$ cat src/common/core_params.svh
/*
 * Core-wide sizes and fixed addresses.
 * Include this header wherever one of the defines is needed.
 * The addresses are byte addresses on the memory port.
 */
`ifndef CORE_PARAMS_SVH
`define CORE_PARAMS_SVH

// data and instruction width
`define CORE_DATA_W 32
// byte address width
`define CORE_ADDR_W 32
// general registers, x0 included
`define CORE_NUM_REGS 32

// first fetch after reset or clr
`define CORE_RESET_PC 128

// stores here never reach memory
`define CORE_OUT_ADDR 1000000
`define CORE_HALT_ADDR 1000004

// start of the data area, above the program space
`define CORE_DMEM_BASE 2048

`endif
$ cat src/common/core_pkg.sv
/*
 * Types internal to the core.
 * Widths follow the define header, so both stay in step.
 */
`include "core_params.svh"

package core_pkg;

    // register and memory data
    typedef logic [`CORE_DATA_W-1:0] word_t;

    // byte address on the memory port and for the pc
    typedef logic [`CORE_ADDR_W-1:0] addr_t;

    // register index
    typedef logic [$clog2(`CORE_NUM_REGS)-1:0] reg_sel_t;

    // controller states
    // FETCH issues the instruction read
    // DECODE waits for it and executes
    // MEM_WAIT waits for a data access
    typedef enum logic [1:0] {
        FETCH    = 2'd0,
        DECODE   = 2'd1,
        MEM_WAIT = 2'd2,
        HALTED   = 2'd3
    } ctrl_state_e;

endpackage

$ cat src/common/isa_pkg.sv
/*
 * RV32I encoding types for the subset the core executes.
 * Shared by the RTL and the testbench program builder.
 */
package isa_pkg;

    // major opcodes, instruction bits 6:0
    typedef enum logic [6:0] {
        LOAD   = 7'b0000011,
        OPIMM  = 7'b0010011,
        STORE  = 7'b0100011,
        OP     = 7'b0110011,
        LUI    = 7'b0110111,
        BRANCH = 7'b1100011
    } opcode_e;

    // funct3 for OP and OPIMM
    // bit 30 picks SUB and SRA on top of this
    typedef enum logic [2:0] {
        ADD  = 3'b000,
        SLL  = 3'b001,
        SLT  = 3'b010,
        SLTU = 3'b011,
        XOR  = 3'b100,
        SRL  = 3'b101,
        OR   = 3'b110,
        AND  = 3'b111
    } alu_fn_e;

    // funct3 for BRANCH, 010 and 011 are unused
    typedef enum logic [2:0] {
        BEQ  = 3'b000,
        BNE  = 3'b001,
        BLT  = 3'b100,
        BGE  = 3'b101,
        BLTU = 3'b110,
        BGEU = 3'b111
    } branch_fn_e;

    // register fields of a 32-bit instruction word
    typedef struct packed {
        logic [6:0] funct7;
        logic [4:0] rs2;
        logic [4:0] rs1;
        logic [2:0] funct3;
        logic [4:0] rd;
        opcode_e    opcode;
    } instr_t;

endpackage

$ cat src/common/operand_if.sv
/*
 * Decoded operands of the instruction being executed.
 * The controller drives them, the ALU and the branch unit read them
 * in the same cycle.
 */
interface operand_if;
    import core_pkg::*;

    addr_t      pc;
    word_t      rs1_data;
    word_t      rs2_data;
    // sign-extended immediate for the current format
    word_t      imm;
    // funct3
    logic [2:0] fn;
    // instruction bit 30
    logic       alt;
    // operand b from imm instead of rs2
    logic       use_imm;

    modport src (output pc, rs1_data, rs2_data, imm, fn, alt, use_imm);
    modport alu_sink (input rs1_data, rs2_data, imm, fn, alt, use_imm);
    modport br_sink (input pc, rs1_data, rs2_data, imm, fn);

endinterface

$ cat src/core/core_top.sv
/*
 * Multi-cycle RV32I integer core.
 * One instruction at a time, fetched and stored over a request/ack
 * memory port. Output and halt stores never reach memory.
 */
module core_top (
    input  logic            clk,
    input  logic            rst,
    input  logic            clr,
    input  logic            ena,

    output core_pkg::addr_t mem_addr,
    output core_pkg::word_t mem_wr_data,
    output logic            mem_rd_req,
    output logic            mem_wr_req,
    input  core_pkg::word_t mem_rd_data,
    input  logic            mem_ack,

    output core_pkg::word_t out,
    output logic            out_valid,
    output logic            halt
);
    import core_pkg::*;

    // decoded operands shared by alu and branch unit
    operand_if ops ();

    reg_sel_t rs1_sel;
    reg_sel_t rs2_sel;
    word_t    rs1_data;
    word_t    rs2_data;
    logic     wr_en;
    reg_sel_t wr_sel;
    word_t    wr_data;

    word_t    alu_result;
    logic     br_taken;
    addr_t    br_target;

    exec_control ctrl0 (
        .clk         (clk),
        .rst         (rst),
        .clr         (clr),
        .ena         (ena),
        .mem_addr    (mem_addr),
        .mem_wr_data (mem_wr_data),
        .mem_rd_req  (mem_rd_req),
        .mem_wr_req  (mem_wr_req),
        .mem_rd_data (mem_rd_data),
        .mem_ack     (mem_ack),
        .out         (out),
        .out_valid   (out_valid),
        .halt        (halt),
        .operands    (ops.src),
        .alu_result  (alu_result),
        .br_taken    (br_taken),
        .br_target   (br_target),
        .rs1_sel     (rs1_sel),
        .rs2_sel     (rs2_sel),
        .rs1_data    (rs1_data),
        .rs2_data    (rs2_data),
        .wr_en       (wr_en),
        .wr_sel      (wr_sel),
        .wr_data     (wr_data)
    );

    reg_file rf0 (
        .clk      (clk),
        .rst      (rst),
        .rs1_sel  (rs1_sel),
        .rs2_sel  (rs2_sel),
        .rs1_data (rs1_data),
        .rs2_data (rs2_data),
        .wr_en    (wr_en),
        .wr_sel   (wr_sel),
        .wr_data  (wr_data)
    );

    alu alu0 (
        .operands (ops.alu_sink),
        .result   (alu_result)
    );

    branch_unit br0 (
        .operands  (ops.br_sink),
        .taken     (br_taken),
        .target_pc (br_target)
    );

endmodule

$ cat src/core/exec_control.sv
/*
 * Fetch/decode/execute controller.
 * Issues one memory request per access and waits for mem_ack, decodes
 * the returned word, feeds the ALU and branch unit, then merges their
 * results into the register write and the next pc.
 */
`include "core_params.svh"

module exec_control (
    input  logic              clk,
    input  logic              rst,
    input  logic              clr,
    input  logic              ena,
    output core_pkg::addr_t   mem_addr,
    output core_pkg::word_t   mem_wr_data,
    output logic              mem_rd_req,
    output logic              mem_wr_req,
    input  core_pkg::word_t   mem_rd_data,
    input  logic              mem_ack,
    output core_pkg::word_t   out,
    output logic              out_valid,
    output logic              halt,
    operand_if.src            operands,
    input  core_pkg::word_t   alu_result,
    input  logic              br_taken,
    input  core_pkg::addr_t   br_target,
    output core_pkg::reg_sel_t rs1_sel,
    output core_pkg::reg_sel_t rs2_sel,
    input  core_pkg::word_t   rs1_data,
    input  core_pkg::word_t   rs2_data,
    output logic              wr_en,
    output core_pkg::reg_sel_t wr_sel,
    output core_pkg::word_t   wr_data
);
    import core_pkg::*;
    import isa_pkg::*;

    ctrl_state_e state, state_nxt;
    addr_t       pc, pc_nxt;
    addr_t       pc_plus4;
    // instruction kept for MEM_WAIT
    word_t       instr_q;
    word_t       cur_instr;
    instr_t      ins;
    word_t       imm;
    addr_t       eff_addr;
    logic        ack_now;

    assign ack_now = ena && mem_ack;

    // decode straight from the bus in the ack cycle, else from the latch
    assign cur_instr = (state == DECODE && mem_ack) ? mem_rd_data : instr_q;
    assign ins       = instr_t'(cur_instr);

    // immediate by format
    always_comb begin
        case (ins.opcode)
            STORE:   imm = {{20{cur_instr[31]}}, cur_instr[31:25], cur_instr[11:7]};
            BRANCH:  imm = {{19{cur_instr[31]}}, cur_instr[31], cur_instr[7],
                            cur_instr[30:25], cur_instr[11:8], 1'b0};
            LUI:     imm = {cur_instr[31:12], 12'b0};
            default: imm = {{20{cur_instr[31]}}, cur_instr[31:20]};
        endcase
    end

    assign rs1_sel  = ins.rs1;
    assign rs2_sel  = ins.rs2;
    assign wr_sel   = ins.rd;
    assign pc_plus4 = pc + addr_t'(4);
    // load and store address
    assign eff_addr = rs1_data + imm;

    assign operands.pc       = pc;
    assign operands.rs1_data = rs1_data;
    assign operands.rs2_data = rs2_data;
    assign operands.imm      = imm;
    assign operands.fn       = ins.funct3;
    assign operands.alt      = cur_instr[30];
    assign operands.use_imm  = (ins.opcode != OP);

    // only output stores use this, out_valid qualifies it
    assign out         = rs2_data;
    assign mem_wr_data = rs2_data;

    always_comb begin
        state_nxt  = state;
        pc_nxt     = pc;
        mem_addr   = pc;
        mem_rd_req = 1'b0;
        mem_wr_req = 1'b0;
        out_valid  = 1'b0;
        wr_en      = 1'b0;
        wr_data    = alu_result;
        case (state)
            FETCH: begin
                mem_rd_req = ena;
                state_nxt  = DECODE;
            end
            DECODE: begin
                if (ack_now) begin
                    state_nxt = FETCH;
                    pc_nxt    = pc_plus4;
                    case (ins.opcode)
                        OP, OPIMM: wr_en = 1'b1;
                        LUI: begin
                            wr_en   = 1'b1;
                            wr_data = imm;
                        end
                        BRANCH: pc_nxt = br_taken ? br_target : pc_plus4;
                        LOAD: begin
                            mem_addr   = eff_addr;
                            mem_rd_req = 1'b1;
                            state_nxt  = MEM_WAIT;
                            pc_nxt     = pc;
                        end
                        STORE: begin
                            if (eff_addr == addr_t'(`CORE_OUT_ADDR)) begin
                                out_valid = 1'b1;
                            end else if (eff_addr == addr_t'(`CORE_HALT_ADDR)) begin
                                state_nxt = HALTED;
                                pc_nxt    = pc;
                            end else begin
                                mem_addr   = eff_addr;
                                mem_wr_req = 1'b1;
                                state_nxt  = MEM_WAIT;
                                pc_nxt     = pc;
                            end
                        end
                        // unknown opcode stops the core
                        default: begin
                            state_nxt = HALTED;
                            pc_nxt    = pc;
                        end
                    endcase
                end
            end
            MEM_WAIT: begin
                if (ack_now) begin
                    // load data lands in rd, a store just completes
                    wr_en     = (ins.opcode == LOAD);
                    wr_data   = mem_rd_data;
                    pc_nxt    = pc_plus4;
                    state_nxt = FETCH;
                end
            end
            default: state_nxt = HALTED;
        endcase
    end

    always_ff @(posedge clk or negedge rst) begin
        if (!rst) begin
            state   <= FETCH;
            pc      <= addr_t'(`CORE_RESET_PC);
            instr_q <= '0;
            halt    <= 1'b0;
        end else if (clr) begin
            state   <= FETCH;
            pc      <= addr_t'(`CORE_RESET_PC);
            instr_q <= '0;
            halt    <= 1'b0;
        end else if (ena) begin
            state <= state_nxt;
            pc    <= pc_nxt;
            if (state == DECODE && mem_ack) begin
                instr_q <= mem_rd_data;
            end
            // sticky until clr or reset
            if (state_nxt == HALTED) begin
                halt <= 1'b1;
            end
        end
    end

    a_one_req: assert property (@(posedge clk) disable iff (!rst)
        !(mem_rd_req && mem_wr_req));

    // the data access is still outstanding here
    a_no_req_in_wait: assert property (@(posedge clk) disable iff (!rst)
        state == MEM_WAIT |-> !mem_rd_req && !mem_wr_req);

    a_halt_state: assert property (@(posedge clk) disable iff (!rst)
        halt |-> state == HALTED);

endmodule

$ cat src/rtl/branch_unit.sv
/*
 * Branch condition and target.
 * BLT and BGE compare signed, BLTU and BGEU unsigned.
 * target_pc is already the fall-through pc when not taken.
 */
module branch_unit (
    operand_if.br_sink      operands,
    output logic            taken,
    output core_pkg::addr_t target_pc
);
    import core_pkg::*;
    import isa_pkg::*;

    word_t a;
    word_t b;

    assign a = operands.rs1_data;
    assign b = operands.rs2_data;

    always_comb begin
        case (branch_fn_e'(operands.fn))
            BEQ:     taken = (a == b);
            BNE:     taken = (a != b);
            BLT:     taken = ($signed(a) < $signed(b));
            BGE:     taken = ($signed(a) >= $signed(b));
            BLTU:    taken = (a < b);
            BGEU:    taken = (a >= b);
            // unused funct3 codes fall through
            default: taken = 1'b0;
        endcase
    end

    // imm is the B-type offset, bit 0 already zero
    assign target_pc = taken ? operands.pc + operands.imm : operands.pc + addr_t'(4);

endmodule

$ cat src/rtl/alu.sv
/*
 * Integer ALU for OP and OPIMM.
 * Operand b is the immediate or rs2; bit 30 turns ADD into SUB for the
 * register form and SRL into SRA for both forms.
 */
module alu (
    operand_if.alu_sink     operands,
    output core_pkg::word_t result
);
    import core_pkg::*;
    import isa_pkg::*;

    word_t      a;
    word_t      b;
    word_t      sra_res;
    logic [4:0] shamt;

    assign a     = operands.rs1_data;
    assign b     = operands.use_imm ? operands.imm : operands.rs2_data;
    // only the low 5 bits shift
    assign shamt = b[4:0];

    // arithmetic shift kept apart so the sign survives
    assign sra_res = $signed(a) >>> shamt;

    always_comb begin
        case (alu_fn_e'(operands.fn))
            ADD:     result = (operands.alt && !operands.use_imm) ? a - b : a + b;
            SLL:     result = a << shamt;
            SLT:     result = word_t'($signed(a) < $signed(b));
            SLTU:    result = word_t'(a < b);
            XOR:     result = a ^ b;
            SRL:     result = operands.alt ? sra_res : a >> shamt;
            OR:      result = a | b;
            AND:     result = a & b;
            default: result = '0;
        endcase
    end

    // funct3 comes from the controller decode
    always_comb begin
        assert (!$isunknown(operands.fn))
        else $error("alu: funct3 unknown");
    end

endmodule

$ cat src/rtl/reg_file.sv
/*
 * General register file, two combinational reads and one write.
 * x0 is not stored: it reads as zero and writes to it are dropped.
 */
`include "core_params.svh"

module reg_file (
    input  logic               clk,
    input  logic               rst,
    input  core_pkg::reg_sel_t rs1_sel,
    input  core_pkg::reg_sel_t rs2_sel,
    output core_pkg::word_t    rs1_data,
    output core_pkg::word_t    rs2_data,
    input  logic               wr_en,
    input  core_pkg::reg_sel_t wr_sel,
    input  core_pkg::word_t    wr_data
);
    import core_pkg::*;

    // x1 upward
    word_t regs [1:`CORE_NUM_REGS-1];

    always_ff @(posedge clk) begin
        if (wr_en && wr_sel != '0) begin
            regs[wr_sel] <= wr_data;
        end
    end

    assign rs1_data = (rs1_sel == '0) ? '0 : regs[rs1_sel];
    assign rs2_data = (rs2_sel == '0) ? '0 : regs[rs2_sel];

    // controller must present a clean rd with every write
    a_wr_sel_known: assert property (@(posedge clk) disable iff (!rst)
        wr_en |-> !$isunknown(wr_sel));

endmodule

$ cat config.mk
export PLATFORM = sky130hd
export DESIGN_NAME = core_top
export DESIGN_NICKNAME = d
export VERILOG_FILES = /design/src/common/core_pkg.sv /design/src/common/isa_pkg.sv /design/src/common/operand_if.sv /design/src/core/core_top.sv /design/src/core/exec_control.sv /design/src/rtl/branch_unit.sv /design/src/rtl/alu.sv /design/src/rtl/reg_file.sv
export VERILOG_INCLUDE_DIRS = /design/src /design/src/common
export SDC_FILE = /design/constraint.sdc
export NUM_CORES = 2
export LEC_CHECK = 0
export ABC_AREA = 1
export ABC_CLOCK_PERIOD_IN_PS = 8100
export BUFFER_PORTS_ARGS = -buffer_cell sky130_fd_sc_hd__clkbuf_2
export CELL_PAD_IN_SITES_DETAIL_PLACEMENT = 1
export CELL_PAD_IN_SITES_GLOBAL_PLACEMENT = 1
export CORE_ASPECT_RATIO = 1.4
export CORE_MARGIN = 5
export CORE_UTILIZATION = 25
export CTS_CLUSTER_DIAMETER = 150
export DETAILED_ROUTE_END_ITERATION = 8
export GPL_ROUTABILITY_DRIVEN = 1
export PLACE_DENSITY = 0.46
export SLEW_MARGIN = 40
export SYNTH_ARGS = -nofsm -noshare
export SYNTH_HDL_FRONTEND = slang
export SYNTH_SLANG_ARGS = --single-unit
$ cat constraint.sdc
create_clock -name clk -period 8.1 [get_ports clk]
set_clock_uncertainty 0.1 [all_clocks]
set_input_delay 1.215 -clock clk [delete_from_list [all_inputs] [get_ports clk]]
set_output_delay 1.215 -clock clk [all_outputs]
set_load 0.01 [all_outputs]
# After elaboration in Yosys (flattened, before gate mapping)
# Memories as Yosys holds them, arrays and structs flattened.
# Cells that the tools add are included.
[word_totals]
regBits = 67
ram_bits = 992
inputBits = 37
mem_count = 1
[mem_list]
columns = ["name", "depth", "width", "rd", "rd_clocked_by_memory_dff", "write_ports", "line", "text"]
rows = [
  ["rf0.regs", 31, 32, 2, 0, 1, "reg_file.sv:21", "word_t regs [1:`CORE_NUM_REGS-1];"],
]
[classes]
addsub = 5
order_cmp = 6
eq_ne = 25
shifts = 3
muxes = 57
bitwise = 3
n_reduce_logical = 17
[ops]
columns = ["operator", "n"]
rows = [
  ["$mux W32", 21],
  ["$pmux W32 S8", 1],
  ["$pmux W32 S2", 3],
  ["$lt A32 B32 Y1", 4],
  ["$add A32 B32 Y32", 3],
  ["$pmux W32 S3", 1],
  ["$pmux W31 S3", 1],
  ["$eq A32 B20 Y1 const B", 2],
  ["$ge A32 B32 Y1", 2],
  ["$add A32 B3 Y32 const B", 1],
  ["$and A32 B32 Y32", 1],
  ["$eq A32 B32 Y1", 1],
  ["$ne A32 B32 Y1", 1],
  ["$or A32 B32 Y32", 1],
  ["$shl A32 B5 Y32", 1],
  ["$shr A32 B5 Y32", 1],
  ["$sshr A32 B5 Y32", 1],
  ["$sub A32 B32 Y32", 1],
  ["$xor A32 B32 Y32", 1],
  ["$eq A7 B6 Y1 const B", 3],
  ["$mux W1", 20],
  ["$eq A3 B3 Y1 const B", 4],
  ["$pmux W2 S3", 2],
  ["$logic_not A5 Y1", 2],
  ["25 further kinds", 37],
]

# Longest topological paths before layout
[logic_depth]
ltp_word = 16
depth_mapped = 49

# Modules after synthesis
# A second synthesis with hierarchy kept.
[hier_totals]
cells_unflattened = 10713
hier_area_um2 = 75809.0
[by_module_without_submodules]
columns = ["module", "n_inst", "cells_per_inst", "area_per_inst_um2", "seq_area_each_um2"]
rows = [
  ["reg_file", 1, 6046, 50792.5, 29788.6],
  ["exec_control", 1, 1831, 10527.6, 1677.9],
  ["alu", 1, 2115, 10448.8, 0.0],
  ["branch_unit", 1, 721, 4040.1, 0.0],
]

# Worst setup path before layout
# No wires, ideal clock.
[synth_path]
kind = "input -> output"
start = "input port mem_ack"
end = "output port mem_addr[0]"
arrival_time_ns = 6.369
required_ns = 6.785
path_slack_ns = 0.416
stages = 43
path_buffers = 8
path_cell_list = "buf_4 > nand2_4 > buf_4 > nand2_1 > nand2_2 > buf_4 > buf_6 > buf_6 > buf_2 > buf_2 > nand2_1 > nand3_1 > nand3_1 > nand3_1 > a31oi_1 > nor3_2 > ha_1 > inv_1 > [7 not listed] > nand2_1 > nand3_1 > nand2_1 > inv_2 > nand2_1 > nand2_1 > nand2_1 > nand2_1 > nand3_1 > nor2_1 > nand3_1 > nor2_1 > and2_1 > o21ai_2 > buf_2 > a21oi_1 > o21ai_1 > o21bai_1"
[synth_between]
elab_chain_cells = 11
word_cells_on_any_way = 19
classes_between = "1 x add/sub; 6 x eq/ne; 8 x mux; 3 x reduce/logical; 1 x memory"
[synth_rtl]
columns = ["element", "line", "text"]
rows = [
  ["start: declaration", "core_top.sv:17", "input logic mem_ack,"],
  ["$logic_and A1 B1 Y1", "exec_control.sv:52", "assign cur_instr = (state == DECODE && mem_ack) ? mem_rd_data : instr_q;"],
  ["$mux W32", "exec_control.sv:52", ""],
  ["$mem_v2 Z31 W32, or another cell as far along", "-", ""],
  ["$mux W32 or $pmux W31 S3 (tied branches)", "reg_file.sv:29, exec_control.sv:57", ""],
  ["$add A32 B32 Y32", "exec_control.sv:71", "assign eff_addr = rs1_data + imm;"],
  ["$eq A32 B20 Y1", "exec_control.sv:119", "end else if (eff_addr == addr_t'(`CORE_HALT_ADDR)) begin"],
  ["$mux W32", "exec_control.sv:119", ""],
  ["$mux W32", "exec_control.sv:117", "if (eff_addr == addr_t'(`CORE_OUT_ADDR)) begin"],
  ["$pmux W32 S2", "exec_control.sv:103", "case (ins.opcode)"],
  ["$mux W32 (*)", "exec_control.sv:100", "if (ack_now) begin"],
  ["$mux W32 (*)", "exec_control.sv:94", "case (state)"],
  ["end: declaration", "core_top.sv:12", "output core_pkg::addr_t mem_addr,"],
]
# Mark *: on every way between the ends. The rest lies on a longest branch, timed or not.

# Worst setup path after layout
[layout_path]
start = "register ctrl0.state[1]"
end = "output port mem_addr[11]"
[layout_between]
elab_chain_cells = 12
word_cells_on_any_way = 19
classes_between = "1 x add/sub; 7 x eq/ne; 8 x mux; 2 x reduce/logical; 1 x memory"
[layout_rtl]
columns = ["element", "line", "text"]
rows = [
  ["start: declaration", "exec_control.sv:38", "ctrl_state_e state, state_nxt;"],
  ["start signal: assignment", "exec_control.sv:162", "state <= state_nxt;"],
  ["$eq A2 B1 Y1 (*)", "exec_control.sv:52, exec_control.sv:94", ""],
  ["$logic_and A1 B1 Y1", "exec_control.sv:52", ""],
  ["$mux W32", "exec_control.sv:52", ""],
  ["$mem_v2 Z31 W32, or another cell as far along", "-", ""],
  ["$mux W32 or $pmux W31 S3 (tied branches)", "reg_file.sv:29, exec_control.sv:57", ""],
  ["$add A32 B32 Y32", "exec_control.sv:71", ""],
  ["$eq A32 B20 Y1", "exec_control.sv:119", ""],
  ["$mux W32", "exec_control.sv:119", ""],
  ["$mux W32", "exec_control.sv:117", ""],
  ["$pmux W32 S2", "exec_control.sv:103", ""],
  ["$mux W32", "exec_control.sv:100", ""],
  ["$mux W32 (*)", "exec_control.sv:94", ""],
]
# Marks and branches as above.

==> summary.txt <==
outcome -> complete, no violations
core area -> 273000 um2
worst path buffer plus inverter count -> 12
Post-Syn Instances -> 8541
# setup viols final -> 0
clock sink total -> 1059
worst endpoint required time -> 6.78 ns
mux share of post-synthesis cell area -> 0.132%
final worst path period share -> 96.3%
maximum vdd drop -> 0.000182 V
register area share after synthesis -> 46.0%
Post-Syn Area -> 68400 um2
CP max-delay cell -> buf_4
worst-path fanout max -> 24
predominant post-synthesis flop cell -> edfxtp_1
Slew @ Worst Pin -> 0.937 ns
first-pass GRT wire length -> 576 mm
yosys warns -> 0
WL met1 -> 165 mm
post-route ant nets -> 0
Post-DP HPWL -> 306 mm
clock root buffer -> clkbuf_16
CP Data Arrival Time -> 6.48 ns
final hold violations -> 0
Worst-Skew Late Latency -> 0.81 ns
Max-slew headroom -> 37.5%
Iter 0 DRT Violations -> 5371
Die W -> 452 um
top routing layer in use -> met5
DR DRC count -> 0
syn nets -> 8776
synthesized area per cell -> 8.01 um2
gr ovfl total -> 0
CP Capture Type -> primary output
vias in the first global route -> 72700
clock slew at the register clock pins of the worst setup and hold paths -> 0.07 ns
largest net degree at the start of global routing -> 71
Top delay family on crit path -> buffers and inverters
met2 routed WL -> 207 mm
Fin Setup TNS -> 0 ns
pwr dens -> 229 nW/um2
number of CTS-inserted buffers -> 121
CP max stage delay -> 0.41 ns
Finished Core Util -> 31.9%
Lkg Pwr -> 35.8 nW
Layout Nets -> 9635
minimum clock period -> 7.80 ns
most common cell after layout, fill and taps aside -> nand2_1
initial antenna violation count -> 11
Compound-Gate Fraction of Synth Area -> 17.5%
fin. max-slew vios -> 0
initial core utilization -> 25.1%
CTS tree -> yes
Setup CP Type -> flop to primary output
post-synthesis simple-gate area fraction -> 24.3%
Synth Area in Adders -> 3.67%
Die Area -> 284000 um2
Placer Congestion -> 0.954
FP Rows -> 227
wire per inst -> 32.1 um
worst slack at placement -> -0.441 ns
max cap viols -> 0
top cells by area, synth -> edfxtp_1 (44%), nand2_1 (13%), nand3_1 (7.4%), a21oi_1 (5.5%), o21ai_0 (4.7%)
Startpoint Class -> flop
register bit total from synthesis -> 1059
FMAX -> 128 MHz
Hold/Removal Path Class -> primary input to asynchronous set/reset pin
cell taking the most area after synthesis -> edfxtp_1
met3 WL -> 16.1 mm
CTS max path bufs -> 3
Buffers on Ports -> 136
fraction of layout cells with a size suffix above 1 -> 18.7%
setup ws final -> 0.303 ns
GRT Resource Usage Total -> 28.3%
vias -> 70700
Die H -> 629 um
via/cell ratio -> 5.42
H-tree depth -> 3
DR pass1 iterations -> 7
XOR/XNOR share of the synthesized area -> 0.715%
Post-Route WL -> 419 mm
EDFF count, synth -> 992
Async S/R FF share, synth -> 6.33%
largest family of logic cells by synthesized area -> simple AND/OR/NAND/NOR gates
most frequent cells in the layout -> nand2_1 (2367), nand3_1 (999), edfxtp_1 (992), buf_4 (988), a21oi_1 (714)
Top Ports -> 137
synth unique cells -> 70
Synth top area share -> 43.5%
synth-to-layout area growth -> 27.2%
synthesized netlist by cell type (10+ instances only):
cell type and n:
a211oi_1 29, a21boi_0 12, a21oi_1 745, a221oi_1 85, a311oi_1 12, a31oi_1 45
a32o_1 59, buf_1 78, buf_2 169, buf_4 81, buf_6 17, clkbuf_1 252
dfrtp_1 66, edfxtp_1 992, ha_1 194, inv_1 611, inv_2 21, nand2_1 2393
nand2_2 17, nand3_1 1017, nand3b_1 14, nand4_1 42, nor2_1 325, nor3_1 58
nor4_1 15, o2111ai_1 11, o211ai_1 106, o21a_1 19, o21ai_0 643, o21ai_1 92
o21ai_2 10, o221ai_1 31, o22ai_1 52, o31ai_1 33, o32ai_1 12, or2_2 17
xnor2_1 11, xor2_1 43
routing by layer:
layer / up-vias / global-route usage, %
met5: - / 0
met4: 6 / 16.7
met3: 814 / 2.68
met2: 2166 / 50.1
met1: 36200 / 33.2
li1: 31500 / -
area by class of cell:
cell class	count	area (um2)
Timing Repair Buffer	1332	12000
Antenna cell	6	15.0
Sequential cell	1059	31500
Tap cell	3549	4440
Clock inverter	84	895
Inverter	639	2440
Fill cell	32200	186000
Clock buffer	136	3080
Multi-Input combinational cell	6247	32600
registers in the layout (all words and copies together) (netlist names):
register and flops:
ctrl0.halt 1, ctrl0.instr_q 32, rf0.regs 992, ctrl0.operands.pc 32, ctrl0.state 2
worst register-to-register path: cells and delay by family, from the launching register on:
kind                     cells  cell delay (ns)
AO/OA/AOI/OAI               12             2.40
buffers and inverters       13             2.25
AND/OR/NAND/NOR             16             1.75
adder cells (fa/ha/maj)      2             0.62
flip-flops                   1             0.39
stage by stage:
stage,instance area (um2),power (W),std cells,hold WS (ns)
2_1_floorplan,68400,0.00980,8541,0.379
3_3_place_gp,81700,0.0141,12800,0.399
3_5_place_dp,81900,0.0141,12800,0.405
4_1_cts,86300,0.0199,13000,0.0887
5_1_grt,87000,0.0207,13000,0.120
6_report,87000,0.0199,13100,0.137
kinds of logic (layout without fill, tap and decap cells):
group / Yosys count / after routing
xor+xnor: 55 / 55
flops: 1059 / 1059
other cells: 0 / 6
compound gates: 2045 / 2046
buf+inv: 1236 / 2191
simple gates: 3939 / 3939
mux: 9 / 9
fa+ha+maj: 198 / 198
power by group:
part	switching (W)	internal, W	total (W)
Sequential	0.0000137	0.00652	0.00653
Clock	0.00251	0.00326	0.00576
Combinational	0.00510	0.00252	0.00762
Total	0.00762	0.0123	0.0199
final timing paths:
kind,start,end,slack [ns],cells past startpoint
worst max-delay path,ctrl0.state[1],mem_addr[11],0.30,37
worst min-delay path,rst,ctrl0.operands.pc[22],0.14,1
worst max register to register,ctrl0.state[1],rf0.regs[6][28],0.33,43
worst min register to register,ctrl0.instr_q[14],ctrl0.instr_q[14],0.42,2
max in group asynchronous,rst,ctrl0.instr_q[12],6.81,2
min in group clk,ctrl0.instr_q[14],ctrl0.instr_q[14],0.42,2
repair_timing:
| item | 4_1_cts | 5_1_grt |
|---|---|---|
| hold buffers | 0 | 0 |
| pin swaps | 15 | 34 |
| cloned | 3 | 2 |
| gates resized for setup | 63 | 134 |
| setup buffers | 16 | 11 |
| setup endpoints to repair | 34 | 34 |
Power figures use the tool's default switching activity.
